### src/ex_isa_pkg.sv
//--------------------------------------------------------------------
// architectural definitions for the execute stage
// data width, ALU operation codes, data sizes
// flag bit positions and the EFLAGS union
//--------------------------------------------------------------------
package ex_isa_pkg;

	localparam int unsigned data_w = 32;

	// EFLAGS bit positions
	localparam int unsigned cf_bit = 0;
	localparam int unsigned pf_bit = 2;
	localparam int unsigned af_bit = 4;
	localparam int unsigned zf_bit = 6;
	localparam int unsigned sf_bit = 7;
	localparam int unsigned of_bit = 11;

	typedef enum logic [2:0] {
		alu_add    = 3'd0,
		alu_sub    = 3'd1,
		alu_and    = 3'd2,
		alu_or     = 3'd3,
		alu_xor    = 3'd4,
		alu_pass_b = 3'd5
	} alu_op_t;

	typedef enum logic [1:0] {
		size_byte  = 2'd0,
		size_word  = 2'd1,
		size_dword = 2'd2,
		size_qword = 2'd3
	} data_size_t;

	// named view, laid out from the bit positions above
	typedef struct packed {
		logic [data_w-1:of_bit+1] rsvd_hi;
		logic                     of;
		logic [of_bit-1:sf_bit+1] rsvd_mid;
		logic                     sf;
		logic                     zf;
		logic [zf_bit-1:af_bit+1] rsvd_5;
		logic                     af;
		logic [af_bit-1:pf_bit+1] rsvd_3;
		logic                     pf;
		logic [pf_bit-1:cf_bit+1] rsvd_1;
		logic                     cf;
	} eflags_bits_t;

	typedef union packed {
		logic [data_w-1:0] raw;
		eflags_bits_t      bits;
	} eflags_t;

endpackage

### src/ex_pipe_pkg.sv
//--------------------------------------------------------------------
// pipeline definitions for the execute stage
// micro-op control word, operand bundle, writeback bundle
//--------------------------------------------------------------------
package ex_pipe_pkg;

	typedef struct packed {
		ex_isa_pkg::alu_op_t    aluk;
		ex_isa_pkg::data_size_t size;
		logic                   is_alu32;
		logic                   alu_flags;
		logic                   alu_to_b;
		logic                   pass_a;
		logic                   is_xchg;
		logic                   is_cmpxchg;
		logic                   cmps_first;
		logic                   cmps_second;
		logic                   repne;
		logic                   mux_sp_pop;
		logic                   ld_gpr1;
		logic                   ld_gpr2;
		logic                   dcache_write;
	} ex_ctrl_t;

	typedef struct packed {
		logic [ex_isa_pkg::data_w-1:0] a;
		logic [ex_isa_pkg::data_w-1:0] b;
		logic [ex_isa_pkg::data_w-1:0] c;
	} ex_operands_t;

	typedef struct packed {
		logic [ex_isa_pkg::data_w-1:0] result_a;
		logic [ex_isa_pkg::data_w-1:0] result_b;
		logic [ex_isa_pkg::data_w-1:0] result_c;
		ex_isa_pkg::eflags_t           flags;
		logic                          ld_gpr1;
		logic                          ld_gpr2;
		logic                          dcache_write;
		logic                          v;
	} wb_bundle_t;

endpackage

### src/operand_select_ex.sv
//--------------------------------------------------------------------
// execute stage operand selection
// cmps first-operand register, B operand and count muxes
//--------------------------------------------------------------------
`timescale 1ns/1ps

module operand_select_ex (
	input  logic                          clk,
	input  logic                          arst_n,
	input  logic                          adv,
	input  ex_pipe_pkg::ex_ctrl_t         ctrl,
	input  ex_pipe_pkg::ex_operands_t     ops,
	input  logic                          ex_v,
	input  logic                          steady,
	input  logic [ex_isa_pkg::data_w-1:0] count_fwd,
	output logic [ex_isa_pkg::data_w-1:0] b_sel,
	output logic [ex_isa_pkg::data_w-1:0] count_sel
);
	import ex_isa_pkg::*;

	logic [data_w-1:0] cmps_first_q;

	// first cmps micro-op leaves its A operand here for the second one
	always_ff @(posedge clk or negedge arst_n) begin
		if (!arst_n) begin
			cmps_first_q <= '0;
		end else if (adv && ex_v && ctrl.cmps_first) begin
			cmps_first_q <= ops.a;
		end
	end

	// second cmps compares against the stored operand
	assign b_sel = ctrl.cmps_second ? cmps_first_q : ops.b;

	// inside a repne loop the live count comes from the stage counter
	assign count_sel = steady ? count_fwd : ops.c;

endmodule

### src/alu_ex.sv
//--------------------------------------------------------------------
// execute stage functional unit
// 32-bit ALU with EFLAGS, count-minus-one, stack pop adder
//--------------------------------------------------------------------
`timescale 1ns/1ps

module alu_ex (
	input  ex_pipe_pkg::ex_ctrl_t         ctrl,
	input  logic [ex_isa_pkg::data_w-1:0] a,
	input  logic [ex_isa_pkg::data_w-1:0] b_sel,
	input  logic [ex_isa_pkg::data_w-1:0] c,
	input  logic [ex_isa_pkg::data_w-1:0] count_sel,
	output logic [ex_isa_pkg::data_w-1:0] alu_result,
	output ex_isa_pkg::eflags_t           alu_flags,
	output logic [ex_isa_pkg::data_w-1:0] count_minus_one,
	output logic [ex_isa_pkg::data_w-1:0] sp_pop
);
	import ex_isa_pkg::*;

	localparam int unsigned msb = data_w - 1;

	logic [data_w:0]   wide;
	logic [data_w-1:0] pop_inc;
	logic              is_add;
	logic              is_sub;

	assign is_add = (ctrl.aluk == alu_add);
	assign is_sub = (ctrl.aluk == alu_sub);

	//----------------------------------------------------------------
	// ALU datapath, extra top bit carries cf / borrow
	//----------------------------------------------------------------
	always_comb begin
		unique case (ctrl.aluk)
			alu_add: wide = {1'b0, a} + {1'b0, b_sel};
			alu_sub: wide = {1'b0, a} - {1'b0, b_sel};
			alu_and: wide = {1'b0, a & b_sel};
			alu_or:  wide = {1'b0, a | b_sel};
			alu_xor: wide = {1'b0, a ^ b_sel};
			default: wide = {1'b0, b_sel};
		endcase
	end

	assign alu_result = wide[data_w-1:0];

	// flags go out through the named view, reserved bits stay zero
	always_comb begin
		alu_flags         = '0;
		alu_flags.bits.zf = (alu_result == '0);
		alu_flags.bits.sf = alu_result[msb];
		alu_flags.bits.pf = ~^alu_result[7:0];
		if (is_add || is_sub) begin
			alu_flags.bits.cf = wide[data_w];
			// carry out of bit 3
			alu_flags.bits.af = a[4] ^ b_sel[4] ^ alu_result[4];
		end
		if (is_add) begin
			alu_flags.bits.of = (a[msb] == b_sel[msb]) && (alu_result[msb] != a[msb]);
		end else if (is_sub) begin
			alu_flags.bits.of = (a[msb] != b_sel[msb]) && (alu_result[msb] != a[msb]);
		end
	end

	//----------------------------------------------------------------
	// count and stack pointer adders
	//----------------------------------------------------------------
	assign count_minus_one = count_sel - data_w'(1);

	always_comb begin
		unique case (ctrl.size)
			size_byte:  pop_inc = data_w'(1);
			size_word:  pop_inc = data_w'(2);
			size_dword: pop_inc = data_w'(4);
			default:    pop_inc = data_w'(8);
		endcase
	end

	assign sp_pop = c + pop_inc;

endmodule

### src/result_select_ex.sv
//--------------------------------------------------------------------
// execute stage result selection and writeback register
// cmpxchg write-enable decision, valid gating, result muxes
//--------------------------------------------------------------------
`timescale 1ns/1ps

module result_select_ex (
	input  logic                          clk,
	input  logic                          arst_n,
	input  logic                          adv,
	input  logic                          ex_v,
	input  ex_pipe_pkg::ex_ctrl_t         ctrl,
	input  ex_pipe_pkg::ex_operands_t     ops,
	input  logic [ex_isa_pkg::data_w-1:0] alu_result,
	input  ex_isa_pkg::eflags_t           alu_flags,
	input  logic [ex_isa_pkg::data_w-1:0] count_minus_one,
	input  logic [ex_isa_pkg::data_w-1:0] sp_pop,
	input  logic                          terminate,
	output ex_pipe_pkg::wb_bundle_t       wb,
	output logic                          repne_done
);
	import ex_isa_pkg::*;
	import ex_pipe_pkg::*;

	wb_bundle_t wb_next;
	logic       zf;
	logic       ld_gpr1;
	logic       ld_gpr2;
	logic       dcache_write;

	assign zf = alu_flags.raw[zf_bit];

	//----------------------------------------------------------------
	// cmpxchg: equal keeps the store, unequal loads the accumulator
	//----------------------------------------------------------------
	assign ld_gpr1      = ctrl.is_cmpxchg ? (ctrl.ld_gpr1 & zf) : ctrl.ld_gpr1;
	assign dcache_write = ctrl.is_cmpxchg ? (ctrl.dcache_write & zf) : ctrl.dcache_write;
	assign ld_gpr2      = ctrl.is_cmpxchg ? ~zf : ctrl.ld_gpr2;

	always_comb begin
		// result A, highest priority first
		if (ctrl.is_alu32) begin
			wb_next.result_a = alu_result;
		end else if (ctrl.cmps_first || ctrl.is_xchg) begin
			wb_next.result_a = ops.b;
		end else if (ctrl.pass_a) begin
			wb_next.result_a = ops.a;
		end else begin
			// cmpxchg and the default case both take C
			wb_next.result_a = ops.c;
		end

		if (ctrl.alu_to_b) begin
			wb_next.result_b = alu_result;
		end else if (ctrl.is_cmpxchg || ctrl.is_xchg) begin
			wb_next.result_b = ops.a;
		end else begin
			wb_next.result_b = ops.b;
		end

		if (ctrl.cmps_second) begin
			wb_next.result_c = count_minus_one;
		end else if (ctrl.mux_sp_pop) begin
			wb_next.result_c = sp_pop;
		end else begin
			wb_next.result_c = ops.c;
		end

		if (ctrl.alu_flags) begin
			wb_next.flags = alu_flags;
		end else begin
			wb_next.flags.raw = ops.a;
		end

		// bubble: nothing is written for an invalid micro-op
		wb_next.ld_gpr1      = ex_v & ld_gpr1;
		wb_next.ld_gpr2      = ex_v & ld_gpr2;
		wb_next.dcache_write = ex_v & dcache_write;
		wb_next.v            = ex_v;
	end

	//----------------------------------------------------------------
	// writeback register, holds while writeback stalls
	//----------------------------------------------------------------
	always_ff @(posedge clk or negedge arst_n) begin
		if (!arst_n) begin
			wb         <= '0;
			repne_done <= 1'b0;
		end else if (adv) begin
			wb         <= wb_next;
			repne_done <= terminate;
		end
	end

endmodule

### src/repne_fsm_ex.sv
//--------------------------------------------------------------------
// repne cmps loop control
// idle / looping FSM, counter strobes, termination
//--------------------------------------------------------------------
`timescale 1ns/1ps

module repne_fsm_ex (
	input  logic                          clk,
	input  logic                          arst_n,
	input  logic                          adv,
	input  logic                          ex_v,
	input  ex_pipe_pkg::ex_ctrl_t         ctrl,
	input  ex_isa_pkg::eflags_t           alu_flags,
	input  logic [ex_isa_pkg::data_w-1:0] count_minus_one,
	output logic                          steady,
	output logic                          cnt_load,
	output logic                          cnt_dec,
	output logic                          terminate
);
	import ex_isa_pkg::*;

	typedef enum logic {
		st_idle    = 1'b0,
		st_looping = 1'b1
	} state_t;

	state_t state_q;
	state_t state_d;
	logic   rep_cmps;

	assign rep_cmps = ex_v && ctrl.repne && ctrl.cmps_second;

	// loop ends on a match or when the count runs out
	assign terminate = rep_cmps && (alu_flags.raw[zf_bit] || (count_minus_one == '0));

	assign steady   = (state_q == st_looping);
	assign cnt_load = rep_cmps && !steady;
	assign cnt_dec  = rep_cmps && steady;

	always_comb begin
		state_d = state_q;
		unique case (state_q)
			st_idle: begin
				if (rep_cmps && !terminate) begin
					state_d = st_looping;
				end
			end
			default: begin
				if (terminate) begin
					state_d = st_idle;
				end
			end
		endcase
	end

	always_ff @(posedge clk or negedge arst_n) begin
		if (!arst_n) begin
			state_q <= st_idle;
		end else if (adv) begin
			state_q <= state_d;
		end
	end

endmodule

### src/rep_counter_ex.sv
//--------------------------------------------------------------------
// repne loop count register
//--------------------------------------------------------------------
`timescale 1ns/1ps

module rep_counter_ex (
	input  logic                          clk,
	input  logic                          arst_n,
	input  logic                          adv,
	input  logic                          cnt_load,
	input  logic                          cnt_dec,
	input  logic [ex_isa_pkg::data_w-1:0] load_value,
	output logic [ex_isa_pkg::data_w-1:0] count_fwd
);
	import ex_isa_pkg::*;

	logic [data_w-1:0] count_q;

	// load_value already holds count - 1 for either strobe
	always_ff @(posedge clk or negedge arst_n) begin
		if (!arst_n) begin
			count_q <= '0;
		end else if (adv && (cnt_load || cnt_dec)) begin
			count_q <= load_value;
		end
	end

	assign count_fwd = count_q;

endmodule

### src/ex_stage.sv
//--------------------------------------------------------------------
// execute stage top level
// operand select, ALU, repne control, counter, writeback
//--------------------------------------------------------------------
`timescale 1ns/1ps

module ex_stage (
	input  logic                      clk,
	input  logic                      arst_n,
	input  logic                      ex_v,
	input  ex_pipe_pkg::ex_ctrl_t     ex_ctrl,
	input  ex_pipe_pkg::ex_operands_t ex_ops,
	input  logic                      wb_stall,
	output ex_pipe_pkg::wb_bundle_t   wb,
	output logic                      repne_done
);
	import ex_isa_pkg::*;

	logic              adv;
	logic [data_w-1:0] b_sel;
	logic [data_w-1:0] count_sel;
	logic [data_w-1:0] count_fwd;
	logic [data_w-1:0] alu_result;
	logic [data_w-1:0] count_minus_one;
	logic [data_w-1:0] sp_pop;
	eflags_t           alu_flags;
	logic              steady;
	logic              cnt_load;
	logic              cnt_dec;
	logic              terminate;

	// every register in the stage freezes under back-pressure
	assign adv = ~wb_stall;

	operand_select_ex operand_select_i (
		.clk       (clk),
		.arst_n    (arst_n),
		.adv       (adv),
		.ctrl      (ex_ctrl),
		.ops       (ex_ops),
		.ex_v      (ex_v),
		.steady    (steady),
		.count_fwd (count_fwd),
		.b_sel     (b_sel),
		.count_sel (count_sel)
	);

	alu_ex alu_i (
		.ctrl            (ex_ctrl),
		.a               (ex_ops.a),
		.b_sel           (b_sel),
		.c               (ex_ops.c),
		.count_sel       (count_sel),
		.alu_result      (alu_result),
		.alu_flags       (alu_flags),
		.count_minus_one (count_minus_one),
		.sp_pop          (sp_pop)
	);

	repne_fsm_ex repne_fsm_i (
		.clk             (clk),
		.arst_n          (arst_n),
		.adv             (adv),
		.ex_v            (ex_v),
		.ctrl            (ex_ctrl),
		.alu_flags       (alu_flags),
		.count_minus_one (count_minus_one),
		.steady          (steady),
		.cnt_load        (cnt_load),
		.cnt_dec         (cnt_dec),
		.terminate       (terminate)
	);

	rep_counter_ex rep_counter_i (
		.clk        (clk),
		.arst_n     (arst_n),
		.adv        (adv),
		.cnt_load   (cnt_load),
		.cnt_dec    (cnt_dec),
		.load_value (count_minus_one),
		.count_fwd  (count_fwd)
	);

	result_select_ex result_select_i (
		.clk             (clk),
		.arst_n          (arst_n),
		.adv             (adv),
		.ex_v            (ex_v),
		.ctrl            (ex_ctrl),
		.ops             (ex_ops),
		.alu_result      (alu_result),
		.alu_flags       (alu_flags),
		.count_minus_one (count_minus_one),
		.sp_pop          (sp_pop),
		.terminate       (terminate),
		.wb              (wb),
		.repne_done      (repne_done)
	);

endmodule

### config.mk
export PLATFORM = sky130hd
export DESIGN_NAME = ex_stage
export DESIGN_NICKNAME = d
export VERILOG_FILES = /design/src/ex_isa_pkg.sv /design/src/ex_pipe_pkg.sv /design/src/operand_select_ex.sv /design/src/alu_ex.sv /design/src/result_select_ex.sv /design/src/repne_fsm_ex.sv /design/src/rep_counter_ex.sv /design/src/ex_stage.sv
export SDC_FILE = /design/constraint.sdc
export NUM_CORES = 1
export LEC_CHECK = 0
export BUFFER_PORTS_ARGS = -buffer_cell sky130_fd_sc_hd__buf_2
export CORE_ASPECT_RATIO = 0.75
export CORE_MARGIN = 3
export CORE_UTILIZATION = 45
export CTS_CLUSTER_SIZE = 40
export DETAILED_ROUTE_END_ITERATION = 16
export HOLD_SLACK_MARGIN = 0.15
export PLACE_DENSITY = 0.67
export REMOVE_ABC_BUFFERS = 1
export SYNTH_ARGS = -nofsm -noshare
export SYNTH_HDL_FRONTEND = slang
export SYNTH_HIERARCHICAL = 1
export SYNTH_SLANG_ARGS = --single-unit
### constraint.sdc
create_clock -name clk -period 6.5 [get_ports clk]
set_input_delay 0.325 -clock clk [delete_from_list [all_inputs] [get_ports clk]]
set_output_delay 0.325 -clock clk [all_outputs]
set_load 0.01 [all_outputs]
==> reports/qor.csv <==
stage,metric,value,unit
setup_path,kind of end point of the critical path,flop,
floorplanning,effective utilization at floorplan,46.5,%
layout,fillers,3520,
timing,# setup viols final,0,
job,maxcap violations,0,
logic_synthesis,cell count after synthesis,1887,
place,Detailed Place HPWL,41700,um
layout,Syn-to-layout area delta,12.3,%
place,PortBufs,250,
layout,"commonest non-fill, non-tap cell in the layout",buf_2,
logic_synthesis,syn avg cell area,9.01,um2
clock_network,Sink Count,198,
floorplanning,die area,40200,um2
drt,DRT antenna net count,0,
place,Final Wtd Congestion,0.919,
power,Peak VDD IR,0.128,mV
global_route,all-layer global routing usage,27.9,%
timing,min cycle time layout,5980,ps
timing,Max Freq,0.167,GHz
status,status,finished clean,
logic_synthesis,Post-synth top flop,dfrtp_1,
logic_synthesis,Synth cell types,76,
place,pre-CTS setup slack,-63.8,ps
drt,DRC,0,
setup_path,crit path kind,reg -> reg,
logic_synthesis,yosys warns,6,
logic_synthesis,Synth Register Bits,198,
drt,top routing layer used,met4,
global_route,initial antenna violation count,0,
logic_synthesis,mux contribution to synthesized area,20.3,%
drt,via count of the routed design,15200,
floorplanning,die height,174,um
timing,slew margin rel.,18.7,%
drt,WL met1,25900,um
logic_synthesis,Yosys top cell area share,29.1,%
logic_synthesis,largest family of logic cells by synthesized area,multiplexers,
global_route,total gr overflow,0,
setup_path,Critical Path Slowest Stage Cell,a2111oi_0,
setup_path,"delay-heaviest family, CP",simple AND/OR/NAND/NOR gates,
timing,unrepaired setup endpoints after global routing,no,
timing,endpoints failing hold,0,
setup_path,worst-path cell chain,mux2_2 > inv_1 > ha_1 > nand2_1 > o21ai_0 > fa_1 > nand2b_1 > a21oi_1 > nor2b_1 > xor2_1 > o21ai_0 > o21ai_1 > ha_1 > nand4_1 > or3_1 > nor4_2 > or4b_1 > a2111oi_0 > nand4bb_1 > nor4b_1 > buf_4 > nor2b_1 > a21oi_1 > o22ai_1,
timing,Worst Tran Pin Value,1210,ps
layout,most frequent cells in the layout,"248 x buf_2, 198 x dfrtp_1, 158 x mux2_2, 139 x o21ai_0, 135 x nand2_1",
clock_network,clock root buffer,clkbuf_16,
logic_synthesis,Synth area leader,dfrtp_1,
floorplanning,Core ar.,36600,um2
timing,Final period util,92.0,%
drt,first-iteration detailed-routing DRC count,1431,
place,Placed Cells,2551,
logic_synthesis,Post-synth EDFFs,0,
timing,Final WS setup,522,ps
layout,Final Non-Filler Cells,2586,
power,P_leak,8.96,nW
setup_path,nature of the critical path startpoint,flop,
logic_synthesis,Post-Synth Simple-Gate Area,12.1,%
logic_synthesis,"Async S/R FF share, synth",100,%
clock_network,Clock Path Buffers,2,
layout,antenna fix cells,0,
drt,met2 wire len,25000,um
timing,clk_skew,21.1,ps
clock_network,CTS tree,done,
drt,WL final,57000,um
logic_synthesis,"top cells by area, synth","dfrtp_1 29%, mux2_2 10%, ha_1 7.8%",
layout,number of nets in the layout,2303,
logic_synthesis,adder-cell share of the synthesized area,8.04,%
power,Total Power,5.00,mW
floorplanning,row count,60,
global_route,first-pass GRT wire length,88400,um
floorplanning,# IOs,251,
global_route,largest net degree at the start of global routing,99,
clock_network,"Reg clk slew, reported paths",90,ps
drt,Avg WL per Cell,22.0,um
min_path,WHS Path Cells,3,
setup_path,Reg2Reg Depth,24,
setup_path,worst path buffer plus inverter count,2,
logic_synthesis,Post-Synth XOR/XNOR Area,5.98,%
setup_path,"Max FO, Critical Path",5,
setup_path,critical path required time,6840,ps
clock_network,CTS buffer count,17,
logic_synthesis,sequential area share after synthesis,29.1,%
timing,final-report max-slew violation count,0,
setup_path,arrival time at the worst endpoint,6310,ps
logic_synthesis,compound-gate portion of the synthesized area,16.5,%
drt,Routed met3 length,4560,um
min_path,Hold Crit Class,in -> reg,
clock_network,latest clock arrival within the worst-skew pair,470,ps
drt,via density per instance,5.87,
floorplanning,chip width,230,um
setup_path,"slowest stage delay, CP",510,ps
power,P per Cell Area,262,nW/um2
drt,drt first pass iters,5,
global_route,vias in the first global route,15100,
setup_path,Crit path depth,24,
clock_network,H-tree depth,4,
timing,Setup TNS Final,0,ps
layout,layout cell share with drive strength beyond 1,25.3,%
logic_synthesis,Mapped Area,17000,um2
[worst min-delay path: stages]
cell and delay (ps):
buf_2 100, mux2i_1 70, o21ai_1 110
[metal layers]
layer | vias to the layer above | global-route usage (%)
li1 | 7048 | -
met1 | 7414 | 39.0
met2 | 637 | 43.5
met3 | 89 | 5.96
met4 | 0 | 7.94
met5 | - | 0
[area by class of cell]
cell class                 count  area (um2)  area share (%)
clock inverter                14         208            1.09
clock buffer                  18         429            2.25
tap                          496         621            3.25
inverter                     131         499            2.62
multi-input combinational   1441       10800            56.7
sequential                   198        4950            26.0
timing repair buffer         288        1560            8.15
[synth_stat cells (30+ instances only)]
cell type and count:
dfrtp_1 198, mux2_2 158, o21ai_0 140, nand2_1 135, inv_1 130, mux2i_1 116, ha_1 106, a21oi_1 99
nor2_1 98, xnor2_1 74, o22ai_1 70, clkbuf_1 53, xor2_1 42, a31oi_1 41, nor2b_1 39, buf_4 36
mux2_4 30
[power by group]
part	switching [mW]	leakage [nW]	total, mW	internal (mW)
clock network	0.565	0.313	1.19	0.628
logic	1.23	6.28	2.15	0.916
registers	0.151	2.37	1.66	1.51
[registers in the layout, summed over array words and instances, names as in the netlist, named ones only]
signal,count
result_select_i/wb,132
operand_select_i/cmps_first_q,32
rep_counter_i/count_fwd,32
result_select_i/repne_done,1
[repair_timing]
action                                  in CTS  in global routing
endpoints found under the hold margin       65                  0
resized for setup                            0                  2
hold buffers                                 3                  0
endpoints found under the setup margin       0                  6
setup buffers                                0                  0
[stage by stage]
stage                     hold WS [ps]  utilization (%)  cell area (um2)
after global placement             360             50.4            18400
after detailed placement           357             50.4            18400
after global routing               190             52.2            19100
final                              176             52.2            19100
after CTS                          161             52.2            19100
after floorplan                   29.4                -            16200
[worst paths after layout]
path	end	slack [ps]	start
worst max-delay path	result_select_i/wb[2]	520	operand_select_i/cmps_first_q[0]
worst min-delay path	result_select_i/wb[83]	180	ex_ops[47]
worst max register to register	result_select_i/wb[2]	520	operand_select_i/cmps_first_q[0]
worst min register to register	rep_counter_i/count_fwd[3]	490	rep_counter_i/count_fwd[3]
max in group asynchronous	result_select_i/wb[42]	4730	arst_n
min in group asynchronous	result_select_i/wb[123]	410	arst_n
[logic make-up (layout without fill, tap and decap cells)]
logic type                 count (synthesis)  in the layout
AOI/OAI and AO/OA                        472            472
xor gates and xnor gates                 116            116
adders and majority gates                108            108
buffers and inverters                    273            451
DFF                                      198            198
muxes                                    310            310
other                                      1             26
and+or+nand+nor                          409            409
Power figures use the tool's default switching activity.
